--- config.mk ---
export PLATFORM = sky130hd
export DESIGN_NAME = alu_top
export DESIGN_NICKNAME = d
export VERILOG_FILES = /design/src/hdl/alu_pkg.sv /design/src/hdl/sm83_alu.sv /design/src/hdl/alu_sequencer.sv /design/src/hdl/flag_unit.sv /design/src/hdl/alu_top.sv
export SDC_FILE = /design/constraint.sdc
export NUM_CORES = 1
export LEC_CHECK = 0
export ABC_AREA = 1
export ABC_CLOCK_PERIOD_IN_PS = 2600
export BUFFER_PORTS_ARGS = -buffer_cell sky130_fd_sc_hd__buf_2
export CORE_ASPECT_RATIO = 1.4
export CORE_UTILIZATION = 58
export CTS_CLUSTER_DIAMETER = 60
export DETAILED_ROUTE_END_ITERATION = 7
export HOLD_SLACK_MARGIN = 0.05
export PLACE_DENSITY = 0.8
export SETUP_SLACK_MARGIN = 0.1
export SLEW_MARGIN = 5
export SYNTH_ARGS = -nofsm -noshare
export SYNTH_HDL_FRONTEND = slang
export SYNTH_SLANG_ARGS = --single-unit
--- constraint.sdc ---
create_clock -name clk -period 2.6 [get_ports clk]
set_input_delay 0 -clock clk [delete_from_list [all_inputs] [get_ports clk]]
set_output_delay 0 -clock clk [all_outputs]
set_load 0.05 [all_outputs]
--- src/hdl/alu_pkg.sv ---
// Shared types for the nibble-serial SM83 ALU.
// Modules import this inside their bodies and use scoped names in port lists.
// The control word carries every ALU strobe from the sequencer in one struct.

package alu_pkg;

	localparam int ALU_WIDTH_DEFAULT = 4;                  // Core nibble width.
	localparam int BSEL_W = $clog2(2 * ALU_WIDTH_DEFAULT); // Bit index within a byte.

	// Supported operations.
	typedef enum logic [3:0] {
		OP_ADD,
		OP_ADC,
		OP_SUB,
		OP_SBC,
		OP_AND,
		OP_XOR,
		OP_OR,
		OP_CP,  // Compare, result discarded.
		OP_RL,  // Rotate left through carry.
		OP_RR,  // Rotate right through carry.
		OP_BIT,
		OP_SET,
		OP_RES
	} alu_op_e;

	// Sequencer steps, one per cycle.
	typedef enum logic [2:0] {
		IDLE,
		LOAD_A,
		LOAD_B,
		LOW,   // Low nibble pass.
		HIGH,  // High nibble pass.
		WRITE
	} seq_state_e;

	typedef struct packed {
		logic              load_a;       // Bus into operand A.
		logic              load_b;       // Bus into operand B.
		logic              load_a_zero;
		logic              load_b_zero;
		logic              shift_l;
		logic              shift_r;
		logic              shift_in;     // Bit entering the shifter.
		logic              carry_in;     // Core carry input.
		logic              result_oe;    // Bus sources, at most one.
		logic              shift_oe;
		logic              op_a_oe;
		logic              bs_oe;
		logic              no_carry_out; // R.
		logic              force_carry;  // S.
		logic              ignore_carry; // V.
		logic              negate;       // Invert B into the core.
		logic              op_low;       // 1 selects low half of A.
		logic              op_b_high;    // 1 selects high half of B.
		logic [BSEL_W-1:0] bsel;         // Bit mask index.
	} alu_ctrl_t;

	typedef struct packed {
		logic z;
		logic n;
		logic h;
		logic c;
	} flags_t;

endpackage

--- src/hdl/sm83_alu.sv ---
`timescale 1ns/1ps

// Nibble-serial SM83 ALU datapath.
// A 4-bit ripple core of R/S/V slices does add, AND, OR and XOR.
// Operands reload from the internal bus on the falling clock edge.
// The low-nibble result is held while op_low is set, so the bus
// carries the whole byte during the high pass.

module sm83_alu #(
	parameter int ALU_WIDTH = alu_pkg::ALU_WIDTH_DEFAULT
) (
	input  logic                   clk,
	input  logic [2*ALU_WIDTH-1:0] din,
	input  alu_pkg::alu_ctrl_t     ctrl,
	output logic [2*ALU_WIDTH-1:0] dout,
	output logic                   carry,
	output logic                   zero,
	output logic                   sign,
	output logic                   shift_dbh,
	output logic                   shift_dbl,
	output logic                   daa_l_gt_9,
	output logic                   daa_h_gt_9,
	output logic                   daa_h_eq_9
);

	localparam int WORD_W = 2 * ALU_WIDTH;

	typedef logic [ALU_WIDTH-1:0] nib_t;

	typedef struct packed {
		nib_t h;
		nib_t l;
	} word_t;

	word_t             op_a;     // Operand registers.
	word_t             op_b;
	nib_t              core_a;
	nib_t              core_b;
	nib_t              b_half;
	nib_t              core_res;
	nib_t              res_lo;   // Latched low pass.
	word_t             result;
	word_t             shifted;
	logic [WORD_W-1:0] bit_mask;
	logic [WORD_W-1:0] bus;

	// One core slice. Returns {carry out, result bit}.
	function automatic logic [1:0] slice(input logic a, input logic b, input logic c_in,
			input logic r_sig, input logic s_sig, input logic v_sig);
		logic gen_n;
		logic sum;
		logic c_out;
		gen_n = ~(((a | b) & c_in) | (a & b) | s_sig); // No carry generated.
		sum   = (a & b & c_in) | ((a | b | c_in) & (v_sig | gen_n));
		c_out = ~(r_sig | gen_n);
		return {c_out, sum};
	endfunction

	// Half selection into the core.
	assign core_a = ctrl.op_low ? op_a.l : op_a.h;
	assign b_half = ctrl.op_b_high ? op_b.h : op_b.l;
	assign core_b = ctrl.negate ? ~b_half : b_half; // Subtract and mask clear.

	// Ripple chain.
	always_comb begin
		nib_t r;
		logic c;
		c = ctrl.carry_in;
		for (int i = 0; i < ALU_WIDTH; i++) begin
			{c, r[i]} = slice(core_a[i], core_b[i], c,
				ctrl.no_carry_out, ctrl.force_carry, ctrl.ignore_carry);
		end
		core_res = r;
		carry    = c;
	end

	always_ff @(posedge clk) begin
		if (ctrl.op_low)
			res_lo <= core_res;
	end

	assign result = {core_res, res_lo}; // High pass over held low pass.

	// Shifter works on the input bus.
	always_comb begin
		if (ctrl.shift_r)
			shifted = {ctrl.shift_in, din[WORD_W-1:1]};
		else if (ctrl.shift_l)
			shifted = {din[WORD_W-2:0], ctrl.shift_in};
		else
			shifted = din; // Plain load path.
	end

	assign shift_dbh = din[WORD_W-1]; // Out bit for left rotate.
	assign shift_dbl = din[0];        // Out bit for right rotate.

	assign bit_mask = {{(WORD_W-1){1'b0}}, 1'b1} << ctrl.bsel; // One-hot bit.

	// Bus mux. Sources are exclusive.
	assign bus = ({WORD_W{ctrl.result_oe}} & result)
		| ({WORD_W{ctrl.shift_oe}} & shifted)
		| ({WORD_W{ctrl.op_a_oe}} & op_a)
		| ({WORD_W{ctrl.bs_oe}} & bit_mask);

	always_ff @(negedge clk) begin
		if (ctrl.load_a)
			op_a <= bus;
		else if (ctrl.load_a_zero)
			op_a <= '0;
	end

	always_ff @(negedge clk) begin
		if (ctrl.load_b)
			op_b <= bus;
		else if (ctrl.load_b_zero)
			op_b <= '0;
	end

	assign dout = bus;
	assign zero = ~|bus;
	assign sign = bus[WORD_W-1];

	// Decimal adjust compares, left for a DAA step.
	assign daa_l_gt_9 = op_a.l > 9;
	assign daa_h_gt_9 = op_a.h > 9;
	assign daa_h_eq_9 = op_a.h == 9;

	// The sequencer never drives two bus sources at once.
	a_bus_onehot: assert property (@(posedge clk)
		$onehot0({ctrl.result_oe, ctrl.shift_oe, ctrl.op_a_oe, ctrl.bs_oe}));

	// Only one shift direction is requested.
	a_shift_dir: assert property (@(posedge clk) !(ctrl.shift_l && ctrl.shift_r));

	// Checked on the edge where the loads take effect.
	a_load_a_excl: assert property (@(negedge clk)
		$onehot0({ctrl.load_a, ctrl.load_a_zero}));
	a_load_b_excl: assert property (@(negedge clk)
		$onehot0({ctrl.load_b, ctrl.load_b_zero}));

endmodule

--- src/hdl/alu_sequencer.sv ---
`timescale 1ns/1ps

// Micro-sequencer for the nibble ALU.
// Captures one request on start, then drives the ALU strobes step by step.
// Arithmetic and bit ops run LOAD_A, LOAD_B, LOW, HIGH, WRITE.
// Rotates run LOAD_A then WRITE with the shifter on the bus.
// Raises done for one cycle together with the result byte.

module alu_sequencer #(
	parameter int ALU_WIDTH = alu_pkg::ALU_WIDTH_DEFAULT
) (
	input  logic                        clk,
	input  logic                        rst_n,
	input  logic                        start,
	input  alu_pkg::alu_op_e            op,
	input  logic [2*ALU_WIDTH-1:0]      a,
	input  logic [2*ALU_WIDTH-1:0]      b,
	input  logic [alu_pkg::BSEL_W-1:0]  bit_idx,
	input  logic [2*ALU_WIDTH-1:0]      dout,
	input  logic                        carry_flag,
	input  logic                        alu_carry,
	output alu_pkg::alu_ctrl_t          ctrl,
	output logic [2*ALU_WIDTH-1:0]      din,
	output logic                        busy,
	output logic                        done,
	output logic [2*ALU_WIDTH-1:0]      result,
	output alu_pkg::seq_state_e         step,
	output alu_pkg::alu_op_e            op_q
);
	import alu_pkg::*;

	localparam int WORD_W = 2 * ALU_WIDTH;

	logic [WORD_W-1:0] a_q;        // Request operands.
	logic [WORD_W-1:0] b_q;
	logic [BSEL_W-1:0] bit_q;
	logic              carry_lo;   // Carry out of the low pass.
	logic              accept;
	logic              is_shift;
	logic              is_bitop;
	logic              is_sub;
	logic              keep_a;     // Result is operand A unchanged.
	logic              first_carry;
	logic [2:0]        rsv;        // {R, S, V} for the core.
	seq_state_e        step_nxt;

	assign accept   = (step == IDLE) && start; // Ignored while busy.
	assign busy     = (step != IDLE);
	assign is_shift = (op_q == OP_RL) || (op_q == OP_RR);
	assign is_bitop = op_q inside {OP_BIT, OP_SET, OP_RES};
	assign is_sub   = op_q inside {OP_SUB, OP_SBC, OP_CP};
	assign keep_a   = (op_q == OP_CP) || (op_q == OP_BIT);

	always_comb begin
		step_nxt = step;
		case (step)
			IDLE:    if (start) step_nxt = LOAD_A;
			LOAD_A:  step_nxt = is_shift ? WRITE : LOAD_B; // Rotates skip the core.
			LOAD_B:  step_nxt = LOW;
			LOW:     step_nxt = HIGH;
			HIGH:    step_nxt = WRITE;
			WRITE:   step_nxt = IDLE;
			default: step_nxt = IDLE;
		endcase
	end

	always_ff @(posedge clk) begin
		if (!rst_n) begin
			step   <= IDLE;
			op_q   <= OP_ADD;
			done   <= 1'b0;
			result <= '0;
		end else begin
			step <= step_nxt;
			done <= (step == WRITE); // One cycle, leaving WRITE.
			if (accept)
				op_q <= op;
			if (step == WRITE)
				result <= keep_a ? a_q : dout;
		end
	end

	always_ff @(posedge clk) begin
		if (accept) begin
			a_q   <= a;
			b_q   <= b;
			bit_q <= bit_idx;
		end
		if (step == LOW)
			carry_lo <= alu_carry; // Feeds the high pass.
	end

	// Per-opcode core setup.
	always_comb begin
		first_carry = 1'b0;
		rsv         = 3'b000; // Plain add.
		case (op_q)
			OP_ADC:        first_carry = carry_flag;
			OP_SUB, OP_CP: first_carry = 1'b1; // A + ~B + 1.
			OP_SBC:        first_carry = ~carry_flag; // Borrow in.
			OP_AND, OP_BIT, OP_RES: begin
				first_carry = 1'b1; // AND needs a live carry chain.
				rsv         = 3'b010;
			end
			OP_OR, OP_SET: rsv = 3'b111;
			OP_XOR:        rsv = 3'b100;
			default:       ;
		endcase
	end

	// Strobes for the current step.
	always_comb begin
		ctrl = '0;
		din  = '0;
		case (step)
			LOAD_A: begin
				din           = a_q;
				ctrl.shift_oe = 1'b1; // Unshifted path.
				ctrl.load_a   = 1'b1;
			end
			LOAD_B: begin
				ctrl.load_b = 1'b1;
				if (is_bitop) begin
					ctrl.bs_oe = 1'b1; // B gets the bit mask.
					ctrl.bsel  = bit_q;
				end else begin
					din           = b_q;
					ctrl.shift_oe = 1'b1;
				end
			end
			LOW, HIGH, WRITE: begin
				if (is_shift) begin
					// Only WRITE is reached for rotates.
					din           = a_q;
					ctrl.shift_oe = 1'b1;
					ctrl.shift_l  = (op_q == OP_RL);
					ctrl.shift_r  = (op_q == OP_RR);
					ctrl.shift_in = carry_flag; // Through carry.
				end else begin
					ctrl.result_oe = 1'b1;
					ctrl.op_low    = (step == LOW);
					ctrl.op_b_high = (step != LOW);
					ctrl.negate    = is_sub || (op_q == OP_RES);
					ctrl.carry_in  = (step == LOW) ? first_carry : carry_lo;
					{ctrl.no_carry_out, ctrl.force_carry, ctrl.ignore_carry} = rsv;
				end
			end
			default: ;
		endcase
	end

	// Done never lasts beyond a single cycle.
	a_done_pulse: assert property (@(posedge clk) disable iff (!rst_n) done |=> !done);

	// A start seen mid-operation neither restarts nor changes the opcode.
	a_start_busy: assert property (@(posedge clk) disable iff (!rst_n)
		busy && start |=> (step != LOAD_A) && $stable(op_q));

endmodule

--- src/hdl/flag_unit.sv ---
`timescale 1ns/1ps

// SM83 flag register.
// Samples the core carry after each nibble pass and the bus zero at WRITE.
// Each opcode updates only the flags it defines. The held carry goes
// back to the sequencer for ADC, SBC and the rotates.

module flag_unit #(
	parameter int ALU_WIDTH = alu_pkg::ALU_WIDTH_DEFAULT
) (
	input  logic                clk,
	input  logic                rst_n,
	input  alu_pkg::seq_state_e step,
	input  alu_pkg::alu_op_e    op,
	input  logic                alu_carry,
	input  logic                zero,
	input  logic                shift_dbh,
	input  logic                shift_dbl,
	output alu_pkg::flags_t     flags,
	output logic                carry_flag
);
	import alu_pkg::*;

	logic is_add;
	logic is_sub;

	// Half carry is the carry out of bit 3.
	if (ALU_WIDTH != 4) begin : g_width_check
		$error("Half carry needs a 4-bit low pass");
	end

	assign is_add = (op == OP_ADD) || (op == OP_ADC);
	assign is_sub = op inside {OP_SUB, OP_SBC, OP_CP};

	always_ff @(posedge clk) begin
		if (!rst_n) begin
			flags <= '0;
		end else begin
			case (step)
				LOW: begin
					if (is_add)
						flags.h <= alu_carry;
					else if (is_sub)
						flags.h <= ~alu_carry; // Nibble borrow.
					else if (op == OP_AND || op == OP_BIT)
						flags.h <= 1'b1;
					else if (op == OP_XOR || op == OP_OR)
						flags.h <= 1'b0;
				end
				HIGH: begin
					if (is_add)
						flags.c <= alu_carry;
					else if (is_sub)
						flags.c <= ~alu_carry; // Byte borrow.
					else if (op inside {OP_AND, OP_XOR, OP_OR})
						flags.c <= 1'b0;
				end
				WRITE: begin
					if (op != OP_SET && op != OP_RES) begin
						flags.z <= zero;
						flags.n <= is_sub;
					end
					if (op == OP_RL) begin
						flags.c <= shift_dbh; // Old bit 7.
						flags.h <= 1'b0;
					end
					if (op == OP_RR) begin
						flags.c <= shift_dbl; // Old bit 0.
						flags.h <= 1'b0;
					end
				end
				default: ;
			endcase
		end
	end

	assign carry_flag = flags.c;

	// H and C belong together only when the high pass follows the low pass.
	a_high_after_low: assert property (@(posedge clk) disable iff (!rst_n)
		step == HIGH |-> $past(step) == LOW);

endmodule

--- src/hdl/alu_top.sv ---
`timescale 1ns/1ps

// Byte ALU top level in the SM83 style.
// Pulse start with op, a, b and bit_idx; result and flags are valid with done.
// The DAA compare outputs of the ALU are left open.

module alu_top #(
	parameter int ALU_WIDTH = alu_pkg::ALU_WIDTH_DEFAULT
) (
	input  logic                       clk,
	input  logic                       rst_n,
	input  logic                       start,
	input  alu_pkg::alu_op_e           op,
	input  logic [2*ALU_WIDTH-1:0]     a,
	input  logic [2*ALU_WIDTH-1:0]     b,
	input  logic [alu_pkg::BSEL_W-1:0] bit_idx,
	output logic                       busy,
	output logic                       done,
	output logic [2*ALU_WIDTH-1:0]     result,
	output alu_pkg::flags_t            flags
);
	import alu_pkg::*;

	alu_ctrl_t              ctrl;
	logic [2*ALU_WIDTH-1:0] din;
	logic [2*ALU_WIDTH-1:0] dout;
	logic                   alu_carry;
	logic                   zero;
	logic                   shift_dbh;
	logic                   shift_dbl;
	logic                   carry_flag;  // Held C, fed back.
	seq_state_e             step;
	alu_op_e                op_q;

	alu_sequencer #(
		.ALU_WIDTH(ALU_WIDTH)
	) u_seq (
		.clk(clk),
		.rst_n(rst_n),
		.start(start),
		.op(op),
		.a(a),
		.b(b),
		.bit_idx(bit_idx),
		.dout(dout),
		.carry_flag(carry_flag),
		.alu_carry(alu_carry),
		.ctrl(ctrl),
		.din(din),
		.busy(busy),
		.done(done),
		.result(result),
		.step(step),
		.op_q(op_q)
	);

	sm83_alu #(
		.ALU_WIDTH(ALU_WIDTH)
	) u_alu (
		.clk(clk),
		.din(din),
		.ctrl(ctrl),
		.dout(dout),
		.carry(alu_carry),
		.zero(zero),
		.sign(),
		.shift_dbh(shift_dbh),
		.shift_dbl(shift_dbl),
		.daa_l_gt_9(),
		.daa_h_gt_9(),
		.daa_h_eq_9()
	);

	flag_unit #(
		.ALU_WIDTH(ALU_WIDTH)
	) u_flags (
		.clk(clk),
		.rst_n(rst_n),
		.step(step),
		.op(op_q),
		.alu_carry(alu_carry),
		.zero(zero),
		.shift_dbh(shift_dbh),
		.shift_dbl(shift_dbl),
		.flags(flags),
		.carry_flag(carry_flag)
	);

endmodule

==> impl_metrics.csv, run 1 <==
group,metric,value,unit
run_status,status,"aborted with a tool error",
run_status,lastStage,"global routing",
run_status,error,"[ERROR GRT-0116] Global routing finished with congestion. Check the congestion regions in the DRC Viewer.",
synthesis,async_flop_share,0,%
global_routing,grt_pass1_vias,4935,
synthesis,ys_dominant_reg_cell,"edfxtp_1",
synthesis,netlist_area,3260,sq um
global_routing,track_usage,61.2,%
die,die_width,65.4,microns
clock_tree,cts_buffers,9,
global_routing,gr-total-overflow,1,
synthesis,synth.yosys.warnings,0,
synthesis,synth.distinct_cells,46,
placement,gp_congestion,0.952,
synthesis,syn_area_per_cell,8.26,sq um
placement,portBuffers,39,
global_routing,grt_max_degree,21,
clock_tree,htreeDepth,3,
synthesis,syn_nets,421,
die,initial_utilization,59.5,%
die,rows,32,
placement,dp_hpwl,7010,microns
synthesis,yosysSeqAreaShare,49.1,%
synthesis,ys_seq_elements,60,
synthesis,netlist_instances,395,
clock_tree,cts-root-buf,"clkbuf_8",
die,die-height,90.8,microns
die,io_pins,40,
synthesis,synth_edf_count,40,
clock_tree,cts_buffer_depth,2,
clock_tree,cts_num_sinks,60,
global_routing,grt_pass1_wl,27000,microns
Yosys cell counts (3+ instances only):
| cell | number | area [sq um] |
|---|---|---|
| o21ai_1 | 5 | 25.0 |
| nand2_1 | 90 | 338 |
| nand3_2 | 3 | 30.0 |
| o211ai_1 | 5 | 37.5 |
| a21oi_2 | 3 | 26.3 |
| mux2i_1 | 3 | 30.0 |
| o22ai_1 | 4 | 25.0 |
| inv_1 | 51 | 191 |
| a32oi_1 | 4 | 35.0 |
| edfxtp_1 | 40 | 1200 |
| nand4_1 | 5 | 31.3 |
| inv_2 | 10 | 37.5 |
| clkbuf_1 | 4 | 15.0 |
| o21ai_0 | 24 | 120 |
| dfxtp_1 | 20 | 400 |
| nor2_1 | 36 | 135 |
| nand2_2 | 9 | 56.3 |
| a21oi_1 | 32 | 160 |
| nand3_1 | 9 | 45.0 |
routing by layer:
layer / global-route usage, % / overflow
met1: 66.0 / 0
met2: 85.0 / 0
met3: 30.6 / 0
met4: 56.0 / 1
met5: 0 / 0
stage by stage:
stage	std cells	area, sq um	setup TNS, ps	setup WS (ps)
after CTS	652	5180	-19740	-873
after detailed placement	574	4140	-22330	-1070
after global placement	574	4140	-20540	-930
after floorplan	395	3300	-13510	-765
cell families after synthesis:
kind of cell	synth area share, %
AND/OR/NAND/NOR	25.1
flip-flops	49.1
XOR/XNOR	0.537
buffers and inverters	8.05
AO/OA/AOI/OAI	16.4
multiplexers	0.920
repair_timing:
| action | 4_1_cts |
|---|---|
| gates cloned | 1 |
| pin swaps | 24 |
| resized for setup | 88 |
| hold endpoints to repair | 27 |
| setup endpoints to repair | 45 |
| hold buffers | 27 |
| setup buffers | 19 |
==> run 2: changes to the inputs <==
- CORE_ASPECT_RATIO: 1.4 -> not set
- CORE_UTILIZATION: 58 -> 40
- CTS_CLUSTER_DIAMETER: 60 -> not set
- HOLD_SLACK_MARGIN: 0.05 -> not set
- PLACE_DENSITY: 0.8 -> not set
- PLACE_DENSITY_LB_ADDON: not set -> 0.15
- SETUP_SLACK_MARGIN: 0.1 -> not set
==> run 2 against run 1 <==
Effect of this change: the flow now finishes, with violations (negative setup slack); synthesized cell count is the same; area after synthesis stayed put.
==> impl_metrics.csv, run 2 <==
group,metric,value,unit
synthesis,synth.distinct_cells,46,
final_layout,final_area,5360,sq um
die,die_area,8530,sq um
clock_tree,cts_buffer_depth,2,
synthesis,synth-simple-area-share,25.1,%
worst_hold_path,hold_depth,3,
placement,portBuffers,39,
setup_path,r2r_start,"u_seq.step[2]",
placement,placed_cells,616,
worst_hold_path,hold_path_class,"in2reg",
placement,dp_hpwl,6920,microns
synthesis,ys_seq_elements,60,
setup_path,cp.arrival,2310,ps
setup_path,path_delay_family,"simple AND/OR/NAND/NOR gates",
setup_path,r2r_setup_slack,-900,ps
synthesis,synth_edf_count,40,
clock_tree,clk-insertion-delay-late,380,ps
setup_path,cp-start-kind,"flop",
setup_path,slowest_delay,340,ps
setup_path,crit_buf_inv,2,
final_layout,final_common_cell,"buf_4",
final_layout,final_nets,615,
sta,setup_viol_count_final,28,
synthesis,synth_compound_area_share,16.4,%
synthesis,syn_area_per_cell,8.26,sq um
setup_path,path_class,"reg2reg",
detailed_routing,wl,10100,microns
global_routing,track_usage,25.4,%
final_layout,most-common-layout-cells,"buf_4 (91), nand2_1 (64), inv_1 (59)",
synthesis,synth_top_area_share,36.8,%
synthesis,synthAdderAreaFrac,0,%
die,initial_utilization,41.8,%
setup_path,crit_path_cell_trace,"inv_4 -> nand3_4 -> nand3_4 -> mux2i_4 -> xor2_2 -> or2b_1 -> buf_4 -> a21oi_1 -> a21o_1 -> nand2_2 -> nand2_2 -> nand2_2",
worst_hold_path,min_to,"u_seq.step[0]",
power,power_density,594,nW/um^2
die,rows,32,
detailed_routing,avgViaCountPerCell,4.95,
sta,slew_headroom,56.3,%
final_layout,drive_gt1_share,46.1,%
clock_tree,cts_num_sinks,60,
global_routing,grt_pass1_wl,16400,microns
global_routing,gr-total-overflow,0,
power,vdd.ir_drop.worst,0.541,mV
die,core_area,7810,sq um
synthesis,synthMuxAreaShare,0.920,%
synthesis,synth_xor_area_share,0.537,%
synthesis,netlist_area,3260,sq um
final_layout,n_antenna_cell,0,
sta,rsz0062_at_grt,"yes",
synthesis,synth_common_cells,"nand2_1 (90), inv_1 (51), edfxtp_1 (40), nor2_1 (36), a21oi_1 (32)",
setup_path,crit_top_cell,"nand2_2",
sta,tightestPinTransition,655,ps
clock_tree,htreeDepth,3,
sta,final.setup_skew,54.0,ps
power,p_total,0.00318,W
synthesis,yosysSeqAreaShare,49.1,%
detailed_routing,dr.first_iter.drc_count,136,
global_routing,grt_pass1_vias,3469,
setup_path,worstPathMaxFanout,6,
die,io_pins,40,
worst_hold_path,min_from,"start",
setup_path,cpMaxStageDelayCell,"dfxtp_2",
sta,fin_ws,-903,ps
final_layout,syn2layout_area_growth,64.0,%
synthesis,yosysMostFrequentCell,"nand2_1",
die,die-height,92.3,microns
synthesis,syn_nets,421,
clock_tree,cts.clk_slew.worst_paths,80,ps
synthesis,synth_top_family_by_area,"simple AND/OR/NAND/NOR gates",
detailed_routing,drc_errors,0,
synthesis,synth_top_area_cell,"edfxtp_1",
placement,gp_congestion,0.909,
placement,placed_cell_area,4240,sq um
final_layout,final_cell_count_no_fill,696,
detailed_routing,ant_nets,0,
synthesis,synth.yosys.warnings,0,
die,die_width,92.3,microns
run,max-cap-violations,0,
synthesis,ys_dominant_reg_cell,"edfxtp_1",
sta,finalHoldViolations,0,
clock_tree,cts_tree,"done",
clock_tree,cts_buffers,9,
detailed_routing,post_drt_wl_per_cell,14.5,microns
run_status,violations,"negative setup slack",
run_status,status,"finished with violations",
synthesis,netlist_instances,395,
global_routing,grt_antenna_before_repair,0,
setup_path,r2r-end,"u_alu.op_a[6]",
setup_path,required,1410,ps
sta,slew_viol_final,0,
detailed_routing,vias,3447,
clock_tree,cts-root-buf,"clkbuf_8",
global_routing,grt_max_degree,21,
power,leakagePower,2.48,nW
setup_path,setup.worst_path.end_class,"flop",
detailed_routing,dr.pass1.iters,5,
setup_path,rr_worst_depth,12,
synthesis,async_flop_share,0,%
synthesis,synth_area_leaders,"edfxtp_1 (37%), dfxtp_1 (12%), nand2_1 (10%)",
-- run 2: cell counts after synthesis --
No cell type changed its count.
-- run 2: how the worst max path moves through the flow --
| stage | start | end | slack, ps | cells past startpoint |
|---|---|---|---|---|
| after floorplan | u_seq.step[2] | u_alu.op_a[7] | -770 | 18 |
| after detailed placement | u_seq.op_q[3] | u_alu.op_a[7] | -1030 | 12 |
| after CTS | u_seq.op_q[1] | u_alu.op_b[7] | -880 | 13 |
| after global placement | u_seq.op_q[0] | u_alu.op_b[7] | -960 | 18 |
| after global routing | u_alu.op_b[4] | u_flags.flags[1] | -1080 | 20 |
| final | u_seq.step[2] | u_alu.op_a[6] | -900 | 12 |
-- run 2: power by group --
group	internal, W	switching (W)
clock network	0.000401	0.000484
registers	0.00114	0.0000619
logic	0.000520	0.000579
-- run 2: logic make-up after synthesis --
| family | count (synthesis) |
|---|---|
| simple gates | 172 |
| compound gates | 90 |
| buf+inv | 68 |
| flops | 60 |
| mux | 3 |
| xor+xnor | 2 |
-- run 2: metal layers --
| layer | up-vias | routed length (microns) | track usage (%) |
|---|---|---|---|
| met5 | - | 0 | 0 |
| met3 | 28 | 400 | 4.93 |
| met4 | 0 | 399 | 13.7 |
| met2 | 83 | 5150 | 43.8 |
| met1 | 1611 | 4150 | 29.7 |
| li1 | 1725 | - | - |
-- run 2: repair_timing --
action	in CTS	in global routing
hold endpoints to repair	25	0
hold buffers	28	0
gates cloned	0	1
resized for setup	66	51
setup endpoints to repair	28	44
pin swaps	26	32
buffers inserted	15	7
-- run 2: layout make-up --
cell class	count	area, sq um
Inverter	61	246
Clock buffer	9	124
Multi-Input combinational cell	267	1770
Sequential cell	60	1620
Tap cell	102	128
Clock inverter	23	124
Fill cell	622	2450
Timing Repair Buffer	174	1340
-- run 2: per-stage QoR --
stage	setup WS, ps	TNS (ps)	hold WS [ps]	utilization [%]
floorplan	-765	-13510	98.9	-
global placement	-958	-20000	176	54.3
detailed placement	-1030	-20740	178	54.3
CTS	-879	-18560	5.92	65.5
global route	-1080	-23670	69.3	68.6
finish	-903	-19640	14.0	68.6
-- run 2: worst min-delay path, cell delays in order --
cell and delay, ps:
buf_2 80, o21ai_0 110, a21oi_1 120
(Power assumes the default switching activity.)
==> run 3: changes to the inputs <==
- CELL_PAD_IN_SITES_DETAIL_PLACEMENT: not set -> 1
- CELL_PAD_IN_SITES_GLOBAL_PLACEMENT: not set -> 1
==> run 3 against run 2 <==
Effect of this change: the run now fails in global routing; synthesized cell count unchanged; area after synthesis is the same.
==> impl_metrics.csv, run 3 <==
group,metric,value,unit
placement,dp_hpwl,8560,microns
die,die_width,92.3,microns
sta,worst-ep-kind,"sequential cell input",
sta,crit_endpoint,"u_flags.flags[3]$_SDFFE_PN0P_/D",
placement,placed_cell_area,4330,sq um
placement,gp_congestion,0.881,
synthesis,netlist_instances,395,
synthesis,syn_nets,421,
global_routing,grt_antenna_before_repair,3,
synthesis,async_flop_share,0,%
synthesis,synth_area_leaders,"edfxtp_1 (37%), dfxtp_1 (12%), nand2_1 (10%)",
synthesis,synth_top_area_cell,"edfxtp_1",
synthesis,netlist_area,3260,sq um
synthesis,synth_common_cells,"nand2_1 (90), inv_1 (51), edfxtp_1 (40), nor2_1 (36), a21oi_1 (32)",
clock_tree,cts_buffers,9,
clock_tree,cts_buffer_depth,2,
synthesis,ys_dominant_reg_cell,"edfxtp_1",
synthesis,synth.yosys.warnings,0,
run_status,lastStage,"global routing",
clock_tree,cts-root-buf,"clkbuf_8",
synthesis,syn_area_per_cell,8.26,sq um
die,io_pins,40,
synthesis,yosysSeqAreaShare,49.1,%
synthesis,yosysMostFrequentCell,"nand2_1",
run_status,error,"[ERROR DPL-0033] detailed placement checks failed during check placement.",
placement,portBuffers,39,
synthesis,synth_edf_count,40,
die,die-height,92.3,microns
die,initial_utilization,41.8,%
synthesis,synth_top_area_share,36.8,%
synthesis,ys_seq_elements,60,
global_routing,grt_max_degree,20,
die,rows,32,
clock_tree,htreeDepth,3,
placement,placed_cells,628,
synthesis,synth.distinct_cells,46,
clock_tree,cts_num_sinks,60,
run_status,status,"aborted with a tool error",
==> run 3: cell counts after synthesis <==
Identical to the previous run, type by type.
==> run 3: repair_timing <==
item / 4_1_cts
setup buffers: 20
resized for setup: 88
hold buffers: 26
pin swaps: 25
endpoints found under the hold margin: 25
endpoints found under the setup margin: 36
==> run 3: cell families after synthesis <==
logic type             after synthesis  synth area share [%]
AO/OA/AOI/OAI                       90                  16.4
AND/OR/NAND/NOR                    172                  25.1
XOR/XNOR                             2                 0.537
buffers and inverters               68                  8.05
multiplexers                         3                 0.920
flip-flops                          60                  49.1
==> run 3: through the flow <==
step | TNS (ps) | worst slack, ps | utilization, %
global placement | -21300 | -1000 | 55.5
CTS | -19920 | -890 | 67.4
detailed placement | -24620 | -1140 | 55.5
floorplan | -13510 | -765 | -
